## config.mk

```make
export PLATFORM = sky130hd
export DESIGN_NAME = llq_top
export DESIGN_NICKNAME = d
export VERILOG_FILES = /design/src/llq_pkg.sv /design/src/llq_free_pool.sv /design/src/llq_state_table.sv /design/src/llq_link_table.sv /design/src/llq_control.sv /design/src/llq_top.sv
export VERILOG_INCLUDE_DIRS = /design/src /design/src/src
export SDC_FILE = /design/constraint.sdc
export NUM_CORES = 1
export LEC_CHECK = 0
export ABC_AREA = 1
export BUFFER_PORTS_ARGS = -buffer_cell sky130_fd_sc_hd__buf_4
export CAP_MARGIN = 20
export CORE_ASPECT_RATIO = 0.6
export CORE_MARGIN = 1
export CORE_UTILIZATION = 55
export CTS_BUF_LIST = sky130_fd_sc_hd__clkbuf_4
export DETAILED_ROUTE_END_ITERATION = 10
export GPL_ROUTABILITY_DRIVEN = 1
export MAX_ROUTING_LAYER = met4
export PLACE_DENSITY = 0.82
export SLEW_MARGIN = 5
export SYNTH_ARGS = -nofsm -noshare
export SYNTH_HDL_FRONTEND = slang
export SYNTH_HIERARCHICAL = 1
export SYNTH_SLANG_ARGS = --single-unit
```

## constraint.sdc

```tcl
create_clock -name clk -period 6.1 [get_ports clk]
set_input_delay 0.305 -clock clk [delete_from_list [all_inputs] [get_ports clk]]
set_output_delay 0.305 -clock clk [all_outputs]
set_load 0.01 [all_outputs]
```

## src/llq_settings.svh

```systemverilog
// Sizing defines for the linked-list queue manager
// Word width, context count and shared entry count

`ifndef LLQ_SETTINGS_SVH
`define LLQ_SETTINGS_SVH

// Width of one stored data word
`define LLQ_WORD_W 32

// Independent FIFO contexts sharing the pool
`define LLQ_CTXT_N 4

// Shared entries in the free pool
// Keep this a power of two so addr_t covers it exactly
`define LLQ_ENTRY_N 8

`endif

```

## src/llq_pkg.sv

```systemverilog
// Shared types for the linked-list queue manager
// Derived widths, per-queue state and sequencer states

package llq_pkg;

  `include "llq_settings.svh"

  // Datapath and index types
  typedef logic [`LLQ_WORD_W-1:0]          word_t;
  typedef logic [$clog2(`LLQ_CTXT_N)-1:0]  ctxt_t;
  typedef logic [$clog2(`LLQ_ENTRY_N)-1:0] addr_t;
  typedef logic [`LLQ_CTXT_N-1:0]          ctxt_vec_t;
  typedef logic [`LLQ_ENTRY_N-1:0]         entry_vec_t;

  // One queue, head and tail are only meaningful while not empty
  typedef struct packed {
    logic  empty;
    addr_t head;
    addr_t tail;
  } qstate_t;

  // One command walks through all four states
  typedef enum logic [1:0] {IDLE, LOOKUP, UPDATE, RESPOND} seq_state_t;

endpackage

```

## src/llq_free_pool.sv

```systemverilog
// Free pool allocation bitset
// Lowest-free search and pool-full flag

`timescale 1ns/100ps

`include "llq_settings.svh"

module llq_free_pool
(
  input  logic           clk,
  input  logic           arst_n,
  input  logic           alloc,
  input  logic           release_en,
  input  llq_pkg::addr_t release_addr,
  output llq_pkg::addr_t free_addr,
  output logic           pool_full
);

  import llq_pkg::*;

  // One bit per entry, set while the entry sits in a queue
  entry_vec_t used_r;

  always_ff @(posedge clk or negedge arst_n)
  begin
    if (!arst_n)
      used_r <= '0;
    else
    begin
      if (release_en)
        used_r[release_addr] <= 1'b0;
      if (alloc)
        used_r[free_addr] <= 1'b1;
    end
  end

  // Walk down so the lowest clear bit wins
  always_comb
  begin
    free_addr = '0;
    for (int i = `LLQ_ENTRY_N - 1; i >= 0; i--)
      if (!used_r[i])
        free_addr = addr_t'(i);
  end

  assign pool_full = &used_r;

endmodule

```

## src/llq_state_table.sv

```systemverilog
// Per-context queue state table
// Head, tail and empty flag per context, plus the empty vector

`timescale 1ns/100ps

`include "llq_settings.svh"

module llq_state_table
(
  input  logic               clk,
  input  logic               arst_n,
  input  llq_pkg::ctxt_t     state_ctxt,
  input  logic               state_we,
  input  llq_pkg::qstate_t   state_wr,
  output llq_pkg::qstate_t   cur_state,
  output llq_pkg::ctxt_vec_t queue_empty
);

  import llq_pkg::*;

  qstate_t q_r [`LLQ_CTXT_N];

  always_ff @(posedge clk or negedge arst_n)
  begin
    if (!arst_n)
    begin
      // Every queue starts out empty
      for (int i = 0; i < `LLQ_CTXT_N; i++)
      begin
        q_r[i].empty <= 1'b1;
        q_r[i].head  <= '0;
        q_r[i].tail  <= '0;
      end
    end
    else if (state_we)
      q_r[state_ctxt] <= state_wr;
  end

  // Combinational read, same index as the write
  assign cur_state = q_r[state_ctxt];

  // Gather stored flags for the status port
  always_comb
  begin
    for (int i = 0; i < `LLQ_CTXT_N; i++)
      queue_empty[i] = q_r[i].empty;
  end

endmodule

```

## src/llq_link_table.sv

```systemverilog
// Next-pointer and data memories per entry
// Registered reads, single write port each

`timescale 1ns/100ps

`include "llq_settings.svh"

module llq_link_table
(
  input  logic           clk,
  input  llq_pkg::addr_t link_addr,
  input  logic           link_we,
  input  llq_pkg::addr_t link_wr_addr,
  input  llq_pkg::addr_t link_wr,
  input  logic           data_we,
  input  llq_pkg::word_t data_wr,
  output llq_pkg::addr_t link_rd,
  output llq_pkg::word_t data_rd
);

  import llq_pkg::*;

  addr_t next_mem [`LLQ_ENTRY_N];
  word_t data_mem [`LLQ_ENTRY_N];

  always_ff @(posedge clk)
  begin
    if (link_we)
      next_mem[link_wr_addr] <= link_wr;
    // Data always goes to the freshly allocated entry
    if (data_we)
      data_mem[link_wr] <= data_wr;
    // Both reads follow the head address one cycle later
    link_rd <= next_mem[link_addr];
    data_rd <= data_mem[link_addr];
  end

endmodule

```

## src/llq_control.sv

```systemverilog
// Command handshake and per-command sequencer
// Drives the state, free pool and link table strobes and the response

`timescale 1ns/100ps

module llq_control
(
  input  logic            clk,
  input  logic            arst_n,
  input  logic            cmd_valid,
  input  logic            cmd_push,
  input  llq_pkg::ctxt_t  cmd_ctxt,
  input  llq_pkg::word_t  cmd_data,
  output logic            cmd_accept,
  input  llq_pkg::qstate_t cur_state,
  input  llq_pkg::addr_t  free_addr,
  input  logic            pool_full,
  input  llq_pkg::addr_t  link_rd,
  input  llq_pkg::word_t  data_rd,
  output llq_pkg::ctxt_t  state_ctxt,
  output logic            state_we,
  output llq_pkg::qstate_t state_wr,
  output logic            alloc,
  output logic            release_en,
  output llq_pkg::addr_t  release_addr,
  output llq_pkg::addr_t  link_addr,
  output logic            link_we,
  output llq_pkg::addr_t  link_wr_addr,
  output llq_pkg::addr_t  link_wr,
  output logic            data_we,
  output llq_pkg::word_t  data_wr,
  output logic            rsp_valid,
  output logic            rsp_push,
  output logic            rsp_empty,
  output llq_pkg::addr_t  rsp_addr,
  output llq_pkg::word_t  rsp_data
);

  import llq_pkg::*;

  // Sequencer and command control
  seq_state_t state_r;
  logic       run_r;
  logic       push_r;
  ctxt_t      ctxt_r;
  logic       empty_r;
  logic       rsp_valid_r;

  // Payload captured along the way
  word_t      data_r;
  addr_t      addr_r;
  qstate_t    st_r;

  logic       take;
  logic       in_update;

  // Held off only for a push into a full pool
  assign cmd_accept = run_r && (state_r == IDLE) && !(cmd_push && pool_full);
  assign take       = cmd_valid && cmd_accept;
  assign in_update  = (state_r == UPDATE);

  always_ff @(posedge clk or negedge arst_n)
  begin
    if (!arst_n)
    begin
      state_r     <= IDLE;
      run_r       <= 1'b0;
      push_r      <= 1'b0;
      ctxt_r      <= '0;
      empty_r     <= 1'b0;
      rsp_valid_r <= 1'b0;
    end
    else
    begin
      // First edge out of reset opens the command port
      run_r       <= 1'b1;
      rsp_valid_r <= (state_r == RESPOND);
      case (state_r)
        IDLE:
        begin
          if (take)
          begin
            state_r <= LOOKUP;
            push_r  <= cmd_push;
            ctxt_r  <= cmd_ctxt;
          end
        end
        LOOKUP:
        begin
          state_r <= UPDATE;
          // Only a pop can see an empty queue
          empty_r <= !push_r && cur_state.empty;
        end
        UPDATE:  state_r <= RESPOND;
        default: state_r <= IDLE;
      endcase
    end
  end

  always_ff @(posedge clk)
  begin
    if (take)
      data_r <= cmd_data;
    // Snapshot queue state and pick the entry this command works on
    if (state_r == LOOKUP)
    begin
      st_r <= cur_state;
      if (push_r)
        addr_r <= free_addr;
      else if (cur_state.empty)
        addr_r <= '0;
      else
        addr_r <= cur_state.head;
    end
    // Pop picks up the head word from the registered read
    if (in_update && !push_r)
      data_r <= st_r.empty ? '0 : data_rd;
  end

  // Table reads follow the registered context
  assign state_ctxt = ctxt_r;
  assign link_addr  = cur_state.head;

  // All writes land on the closing edge of UPDATE
  assign alloc        = in_update && push_r;
  assign release_en   = in_update && !push_r && !st_r.empty;
  assign release_addr = st_r.head;
  assign state_we     = alloc || release_en;

  assign data_we      = alloc;
  assign data_wr      = data_r;
  // Chain the new entry after the old tail
  assign link_we      = alloc && !st_r.empty;
  assign link_wr_addr = st_r.tail;
  assign link_wr      = addr_r;

  always_comb
  begin
    state_wr = st_r;
    if (push_r)
    begin
      state_wr.empty = 1'b0;
      // New entry becomes head too when the queue was empty
      state_wr.head  = st_r.empty ? addr_r : st_r.head;
      state_wr.tail  = addr_r;
    end
    else if (st_r.head == st_r.tail)
      state_wr.empty = 1'b1;
    else
      state_wr.head = link_rd;
  end

  // Response straight from registers
  assign rsp_valid = rsp_valid_r;
  assign rsp_push  = push_r;
  assign rsp_empty = empty_r;
  assign rsp_addr  = addr_r;
  assign rsp_data  = data_r;

endmodule

```

## src/llq_top.sv

```systemverilog
// Linked-list queue manager top level
// Sequencer plus free pool, state table and link table

`timescale 1ns/100ps

module llq_top
(
  input  logic               clk,
  input  logic               arst_n,
  input  logic               cmd_valid,
  input  logic               cmd_push,
  input  llq_pkg::ctxt_t     cmd_ctxt,
  input  llq_pkg::word_t     cmd_data,
  output logic               cmd_accept,
  output logic               rsp_valid,
  output logic               rsp_push,
  output logic               rsp_empty,
  output llq_pkg::addr_t     rsp_addr,
  output llq_pkg::word_t     rsp_data,
  output llq_pkg::ctxt_vec_t queue_empty,
  output logic               pool_full
);

  import llq_pkg::*;

  // State table port
  qstate_t cur_state;
  ctxt_t   state_ctxt;
  logic    state_we;
  qstate_t state_wr;

  // Free pool port
  addr_t   free_addr;
  logic    alloc;
  logic    release_en;
  addr_t   release_addr;

  // Link and data memories
  addr_t   link_addr;
  logic    link_we;
  addr_t   link_wr_addr;
  addr_t   link_wr;
  logic    data_we;
  word_t   data_wr;
  addr_t   link_rd;
  word_t   data_rd;

  llq_control u_control
  (
    .clk          (clk),
    .arst_n       (arst_n),
    .cmd_valid    (cmd_valid),
    .cmd_push     (cmd_push),
    .cmd_ctxt     (cmd_ctxt),
    .cmd_data     (cmd_data),
    .cmd_accept   (cmd_accept),
    .cur_state    (cur_state),
    .free_addr    (free_addr),
    .pool_full    (pool_full),
    .link_rd      (link_rd),
    .data_rd      (data_rd),
    .state_ctxt   (state_ctxt),
    .state_we     (state_we),
    .state_wr     (state_wr),
    .alloc        (alloc),
    .release_en   (release_en),
    .release_addr (release_addr),
    .link_addr    (link_addr),
    .link_we      (link_we),
    .link_wr_addr (link_wr_addr),
    .link_wr      (link_wr),
    .data_we      (data_we),
    .data_wr      (data_wr),
    .rsp_valid    (rsp_valid),
    .rsp_push     (rsp_push),
    .rsp_empty    (rsp_empty),
    .rsp_addr     (rsp_addr),
    .rsp_data     (rsp_data)
  );

  llq_free_pool u_free_pool
  (
    .clk          (clk),
    .arst_n       (arst_n),
    .alloc        (alloc),
    .release_en   (release_en),
    .release_addr (release_addr),
    .free_addr    (free_addr),
    .pool_full    (pool_full)
  );

  llq_state_table u_state_table
  (
    .clk         (clk),
    .arst_n      (arst_n),
    .state_ctxt  (state_ctxt),
    .state_we    (state_we),
    .state_wr    (state_wr),
    .cur_state   (cur_state),
    .queue_empty (queue_empty)
  );

  llq_link_table u_link_table
  (
    .clk          (clk),
    .link_addr    (link_addr),
    .link_we      (link_we),
    .link_wr_addr (link_wr_addr),
    .link_wr      (link_wr),
    .data_we      (data_we),
    .data_wr      (data_wr),
    .link_rd      (link_rd),
    .data_rd      (data_rd)
  );

endmodule

```

==> results of run 1 <==
[what timing repair did]
| item | in CTS | in global routing |
|---|---|---|
| buffers inserted | 0 | 0 |
| hold endpoints to repair | 81 | 0 |
| hold buffers | 43 | 0 |
[cell usage after synthesis]
library cell	number
nor2_4	3
clkbuf_1	3
a22o_1	32
clkinv_1	1
nand3b_1	1
nand2_2	7
buf_12	8
nand2_4	62
a21oi_4	1
inv_8	1
dfstp_2	4
o21ai_0	20
o21ai_1	1
nand3_4	2
or2_2	1
nor2_1	22
nor2_8	1
nand3_2	60
o21ai_2	7
buf_2	39
nand4_1	3
a21oi_1	5
dfrtp_1	40
buf_4	51
nor2_2	1
ha_1	4
clkbuf_8	1
edfxtp_1	322
nand3_1	114
buf_6	15
conb_1	1
inv_2	3
inv_6	1
dfxtp_1	35
nand2_1	578
inv_1	321
nor3_1	1
[where the power goes]
group          switching [mW]  total (mW)  internal (mW)
sequential              0.450        4.13           3.68
combinational            2.67        3.87           1.19
clock                    1.04        2.11           1.07
total                    4.16        10.1           5.94
[how the worst min path moves through the flow]
| stage | from | endpoint | slack (ns) | cells after the start |
|---|---|---|---|---|
| CTS | arst_n | u_state_table/q_r[5] | 0.009 | 2 |
| global placement | arst_n | u_free_pool/used_r[4] | 0.34 | 1 |
| finish | arst_n | u_state_table/q_r[5] | 0.06 | 2 |
| floorplan | arst_n | u_control/rsp_empty | 0.009 | 0 |
| detailed placement | arst_n | u_free_pool/used_r[4] | 0.36 | 1 |
| global route | arst_n | u_state_table/q_r[5] | 0.07 | 2 |
[cells by family (layout without fill, tap and decap cells)]
| kind of cell | Yosys count | after routing | share of synthesized area, % |
|---|---|---|---|
| flops | 401 | 401 | 62.07 |
| fa+ha+maj | 4 | 4 | 0.2707 |
| buf+inv | 444 | 635 | 11.75 |
| simple gates | 856 | 856 | 23.25 |
| other cells | 1 | 6 | 0.02028 |
| compound gates | 66 | 66 | 2.639 |
[registers in the layout (all words and copies together), names as in the netlist]
signal,count
u_link_table/link_rd,3
u_link_table/data_mem,256
u_free_pool/used_r,8
u_control/rsp_valid,1
u_control/link_wr_addr,3
u_control/rsp_push,1
u_control/state_ctxt,2
u_control/data_wr,32
u_link_table/data_rd,32
u_state_table/q_r,24
u_control/state_r,2
u_control/run_r,1
u_control/link_wr,3
u_link_table/next_mem,24
u_state_table/queue_empty,4
u_control/st_r,1
u_control/release_addr,3
u_control/rsp_empty,1
[area by class of cell]
type	instances	share of cell area [%]
well taps	450	2.740
multi-input cells	927	23.92
repair buffers	141	5.676
clock inverters	23	0.4385
flip-flops and latches	401	55.86
clock buffers	144	5.262
inverters	327	6.047
diodes	5	0.06090
[metal layers]
metal	share of wire (%)	global-route usage (%)
met2	44	35.66
met3	8.8	6.318
met4	1.7	8.637
met1	45	34.83
met5	0	-
==> metrics.txt, run 1 <==
Clock Pin Slew Worst Setup and Hold Paths=0.08 ns; leading area contributor after synthesis=edfxtp_1; Reg-to-Reg End=u_link_table/data_rd[6]; syn_nets=1814; die area=0.03437 mm2; root buf cell=clkbuf_4; CP Capture Point=u_link_table/data_rd[6]; post-route setup slack=2.531 ns; Remaining DRCs=0; # IOs=82; FILL cells=2485; crit path from=u_control/state_ctxt[0]; largest net degree at the start of global routing=111; Finished Cell Area=0.02055 mm2; Die Width=238.7 um; CP Capture Type=flop; outcome=finished, final reports clean; cell family with most CP delay=buffers and inverters; Seq. cell area=0.01148 mm2; Final period util=58.50%; pre-CTS WS=2.562 ns; Most common cell on crit path=nand2_1; sequential-to-total area share from yosys stat=62.07%; Synth cell types=37; CP Max Fanout=110; WL/cell=16.62 um; placed inst area=0.01893 mm2; GPL Wtd Cong=0.8684; crit start category=flop; Layout Nets=1932; fmax=280.2 MHz; max cap viols=0; Routed WL=40.19 mm; post-CTS resize count=0; stages on the worst setup path=12; Synthesis Warnings=6; layout cell share with drive strength beyond 1=20.94%; Setup TNS=0 ns; FF-to-FF Start=u_control/state_ctxt[0]; total number of vias=12220; Reg2Reg Depth=12; WHS=0.05722 ns; Mapped Cells=1772; PD cells=491.8 mW/mm2; Via density=5.053; Clock Latency Late Sink=0.79 ns; number of global-route vias before repair=11850; final slew viol count=0; Final Non-Filler Cells=2418; initial antenna violation count=2; first-pass GRT wire length=63.31 mm; most common cell after layout, fill and taps aside=nand2_1; maximum vdd drop=260.7 uV; number of CTS-inserted buffers=92; Slew @ Worst Pin=1.105 ns; total track usage=24.98%; Initial Utilization=56.48%; Final Hold Fails=0; dpl cells=2203; first-pass iteration count of the detailed router=6; Hold Path Class=in -> async; CTS H-tree lvls=3; total power=10.10 mW; CTS max path bufs=3; Max stage delay on crit path=0.96 ns; Yosys reg bits=401; commonest cells after routing, fill and taps aside=nand2_1 (576), edfxtp_1 (322), inv_1 (321); top-area cell type share of the netlist area=52.30%; Slew HR=26.33%; final core utilization=62.76%; worst-path cell chain=inv_8 > nand2_1 > nand2_1 > nand2_1 > nand2_4 > inv_8 > buf_4 > nand2_1 > nand3_1 > nand2_1 > nand2_1 > nand2_1; leakage power=9.456 nW; CP bufs+invs=3; area of the core=0.03274 mm2; syn_area_per_cell=10.43 um2; setup slack, reg-to-reg=2.53 ns; Port-buffer cells=81; DRT iter0 DRCs=1480; top cells by area, synth=edfxtp_1 (52%), nand2_1 (12%), inv_1 (6.5%); CTS tree=done; endpoints failing setup=0; clk_skew=0.04689 ns; Layout area overhead=11.13%; Worst EP arrival=4.24 ns; CP Class=reg -> reg; Slowest cell on crit path=dfrtp_1; std cell rows=51; post-route ant nets=0; Final min period=3.569 ns; Die Ht=144.0 um; synthesized area=0.01849 mm2; clock sinks=401; critical path required time=6.77 ns; grt ovf=0; hpwl dp=23.37 mm; setup repair after global routing missed its margin=false; multi-input logic area=0.004915 mm2
(Power assumes the default switching activity.)
==> run 2, diff against run 1 <==
clock period = 3.7 ns   (was 6.1 ns; I/O delays follow)
==> run 2 against run 1 <==
  * Fmax rose by 32%
  * Largest cell class unchanged
  * Combinational power up 72%
  * Non-clock buffer count is 11 higher
  * Worst hold slack improved by 0.19 ns
  * Critical endpoint is now u_control/rsp_push
  * Utilization up 0.79 points
  * Via count rose by 2.5%
  * Largest power group unchanged
  * Clock skew is 0.0032 ns higher
  * Highest routed layer unchanged
  * Power up 69%
==> metrics.txt, run 2 (synthesized netlist as in run 1, its figures left out) <==
Layout area overhead=12.53%; CP Capture Point=u_control/rsp_push; final core utilization=63.56% (+0.79 points); CP Max Fanout=7 (-94%); initial antenna violation count=2 (unchanged); Via density=5.153 (+2.0%); Die Ht=144.0 um (unchanged); stages on the worst setup path=8 (-4); DRT iter0 DRCs=1122 (-24%); Seq. cell area=0.01148 mm2 (unchanged); multi-input logic area=0.004915 mm2 (unchanged); sequential power share=39.5% (-1.3 points); commonest cells after routing, fill and taps aside=nand2_1 (576), edfxtp_1 (322), inv_1 (321); crit path from=u_free_pool/used_r[0]; Worst EP arrival=3.42 ns (-0.82 ns); total power=17.10 mW (+69%); Max stage delay on crit path=0.56 ns (-0.40 ns); most common cell after layout, fill and taps aside=nand2_1; combinational share of power=38.8% (+0.5 points); Clock Latency Late Sink=0.79 ns (about the same); # IOs=82 (unchanged); endpoints failing setup=0 (unchanged); Port-buffer cells=81 (unchanged); number of global-route vias before repair=12060 (+1.8%); Setup TNS=0 ns (unchanged); std cell rows=51 (unchanged); largest net degree at the start of global routing=143 (+29%); PD cells=821.9 mW/mm2 (+67%); number of CTS-inserted buffers=92 (unchanged); CP Capture Type=flop; Hold Path Class=in -> reg; max cap viols=0 (unchanged); Final Non-Filler Cells=2430 (+0.50%); placed inst area=0.01909 mm2 (+0.82%); first-pass iteration count of the detailed router=5 (-1); Slew HR=40.07% (+14 points); leakage power=9.580 nW (+1.3%); WHS Path Cells=3; root buf cell=clkbuf_4; Slowest cell on crit path=dlygate4sd3_1; CP Class=reg -> reg; worst-path cell chain=nand2_2 > nor3_1 > a21oi_4 > nand2_4 > nor2_1 > dlygate4sd3_1 > a21oi_1 > dlygate4sd3_1; hpwl dp=23.84 mm (+2.0%); maximum vdd drop=536.6 uV (+110%); Net Switching=7.009 mW (+68%); Net Sw Frac=40.99% (-0.21 points); first-pass GRT wire length=65.07 mm (+2.8%); Die Width=238.7 um (unchanged); post-CTS resize count=0 (unchanged); Initial Utilization=56.48% (unchanged); area of the core=0.03274 mm2 (unchanged); Slew @ Worst Pin=0.8990 ns (-0.2060 ns); dpl cells=2212 (+0.41%); clk_skew=0.05004 ns (+0.003151 ns); Most common cell on crit path=dlygate4sd3_1; clock power share=21.6% (+0.7 points); total number of vias=12520 (+2.5%); WL/cell=17.23 um (+3.6%); Remaining DRCs=0 (unchanged); pre-CTS WS=1.192 ns (-1.370 ns); Layout Nets=1943 (+0.57%); Final period util=73.23% (+15 points); grt ovf=0 (unchanged); Biggest register=u_link_table/data_mem; Final min period=2.710 ns (-0.8590 ns); setup repair after global routing missed its margin=false; crit start category=flop; die area=0.03437 mm2 (unchanged); CTS tree=done; CTS max path bufs=3 (unchanged); post-route setup slack=0.9903 ns (-1.541 ns); internal power=10.09 mW (+70%); FF-to-FF Start=u_free_pool/used_r[0]; GPL Wtd Cong=0.9101 (+4.8%); cell family with most CP delay=buffers and inverters; Finished Cell Area=0.02081 mm2 (+1.3%); max reg flops=256 (unchanged); Reg2Reg Depth=8 (-4); outcome=finished, final reports clean; WHS=0.2480 ns (+0.1908 ns); final slew viol count=0 (unchanged); setup slack, reg-to-reg=0.99 ns (-1.54 ns); Routed WL=41.86 mm (+4.2%); Final Hold Fails=0 (unchanged); clock sinks=401 (unchanged); critical path required time=4.41 ns (-2.36 ns); fmax=369.0 MHz (+32%); FILL cells=2451 (-1.4%); total track usage=25.58% (+0.60 points); CP bufs+invs=2 (-1); layout cell share with drive strength beyond 1=21.49% (+0.55 points); post-route ant nets=0 (unchanged); CTS H-tree lvls=3 (unchanged); Clock Pin Slew Worst Setup and Hold Paths=0.07 ns (about the same); Reg-to-Reg End=u_control/rsp_push
-- run 2: cell count changes in the layout (fill, tap and decap cells not counted), sizes merged --
| cell | before | now |
|---|---|---|
| clkinv | 22 | 21 |
| clkbuf | 144 | 147 |
| clkinvlp | 0 | 1 |
| buf | 98 | 108 |
| diode | 5 | 2 |
| dlygate4sd3 | 43 | 44 |
| inv | 328 | 327 |
| bufinv | 0 | 2 |
-- run 2: metal layers --
metal	wire length, um	track usage (%)
met4	531	8.772
met3	3934	5.325
met1	18700	36.40
met2	18700	36.57
met5	0	-
-- run 2: area by class of cell --
cell class                      instances  area share [%]
Sequential cell                       401           55.16
Clock inverter                         24          0.7157
Multi-Input combinational cell        927           23.62
Inverter                              327           5.972
Antenna cell                            2         0.02406
Clock buffer                          147           5.304
Timing Repair Buffer                  152           6.495
Tap cell                              450           2.706
-- run 2: repair_timing --
| item | CTS | global route |
|---|---|---|
| hold endpoints to repair | 81 | 0 |
| setup buffers | 0 | 0 |
| endpoints found under the setup margin | 0 | 0 |
| hold buffers | 45 | 0 |
-- run 2: worst min-delay path: stages --
cell and delay (ns):
dlygate4sd3_1 0.52, buf_4 0.10, a22o_1 0.11
-- run 2: worst min path at each step --
stage	startpoint	end
3_3_place_gp	arst_n	u_free_pool/used_r[4]
5_1_grt	cmd_data[22]	u_control/data_wr[22]
6_report	cmd_data[19]	u_control/data_wr[19]
4_1_cts	cmd_data[10]	u_control/data_wr[10]
2_1_floorplan	arst_n	u_control/rsp_empty
3_5_place_dp	arst_n	u_free_pool/used_r[5]
-- run 2: power groups by stage --
stage	Combinational (mW)	Clock [mW]	Sequential (mW)
floorplan	5.31	0	6.52
global placement	6.26	0	6.81
detailed placement	6.47	0	6.83
CTS	6.57	3.77	6.75
global route	7.29	3.99	6.85
finish	6.64	3.70	6.76
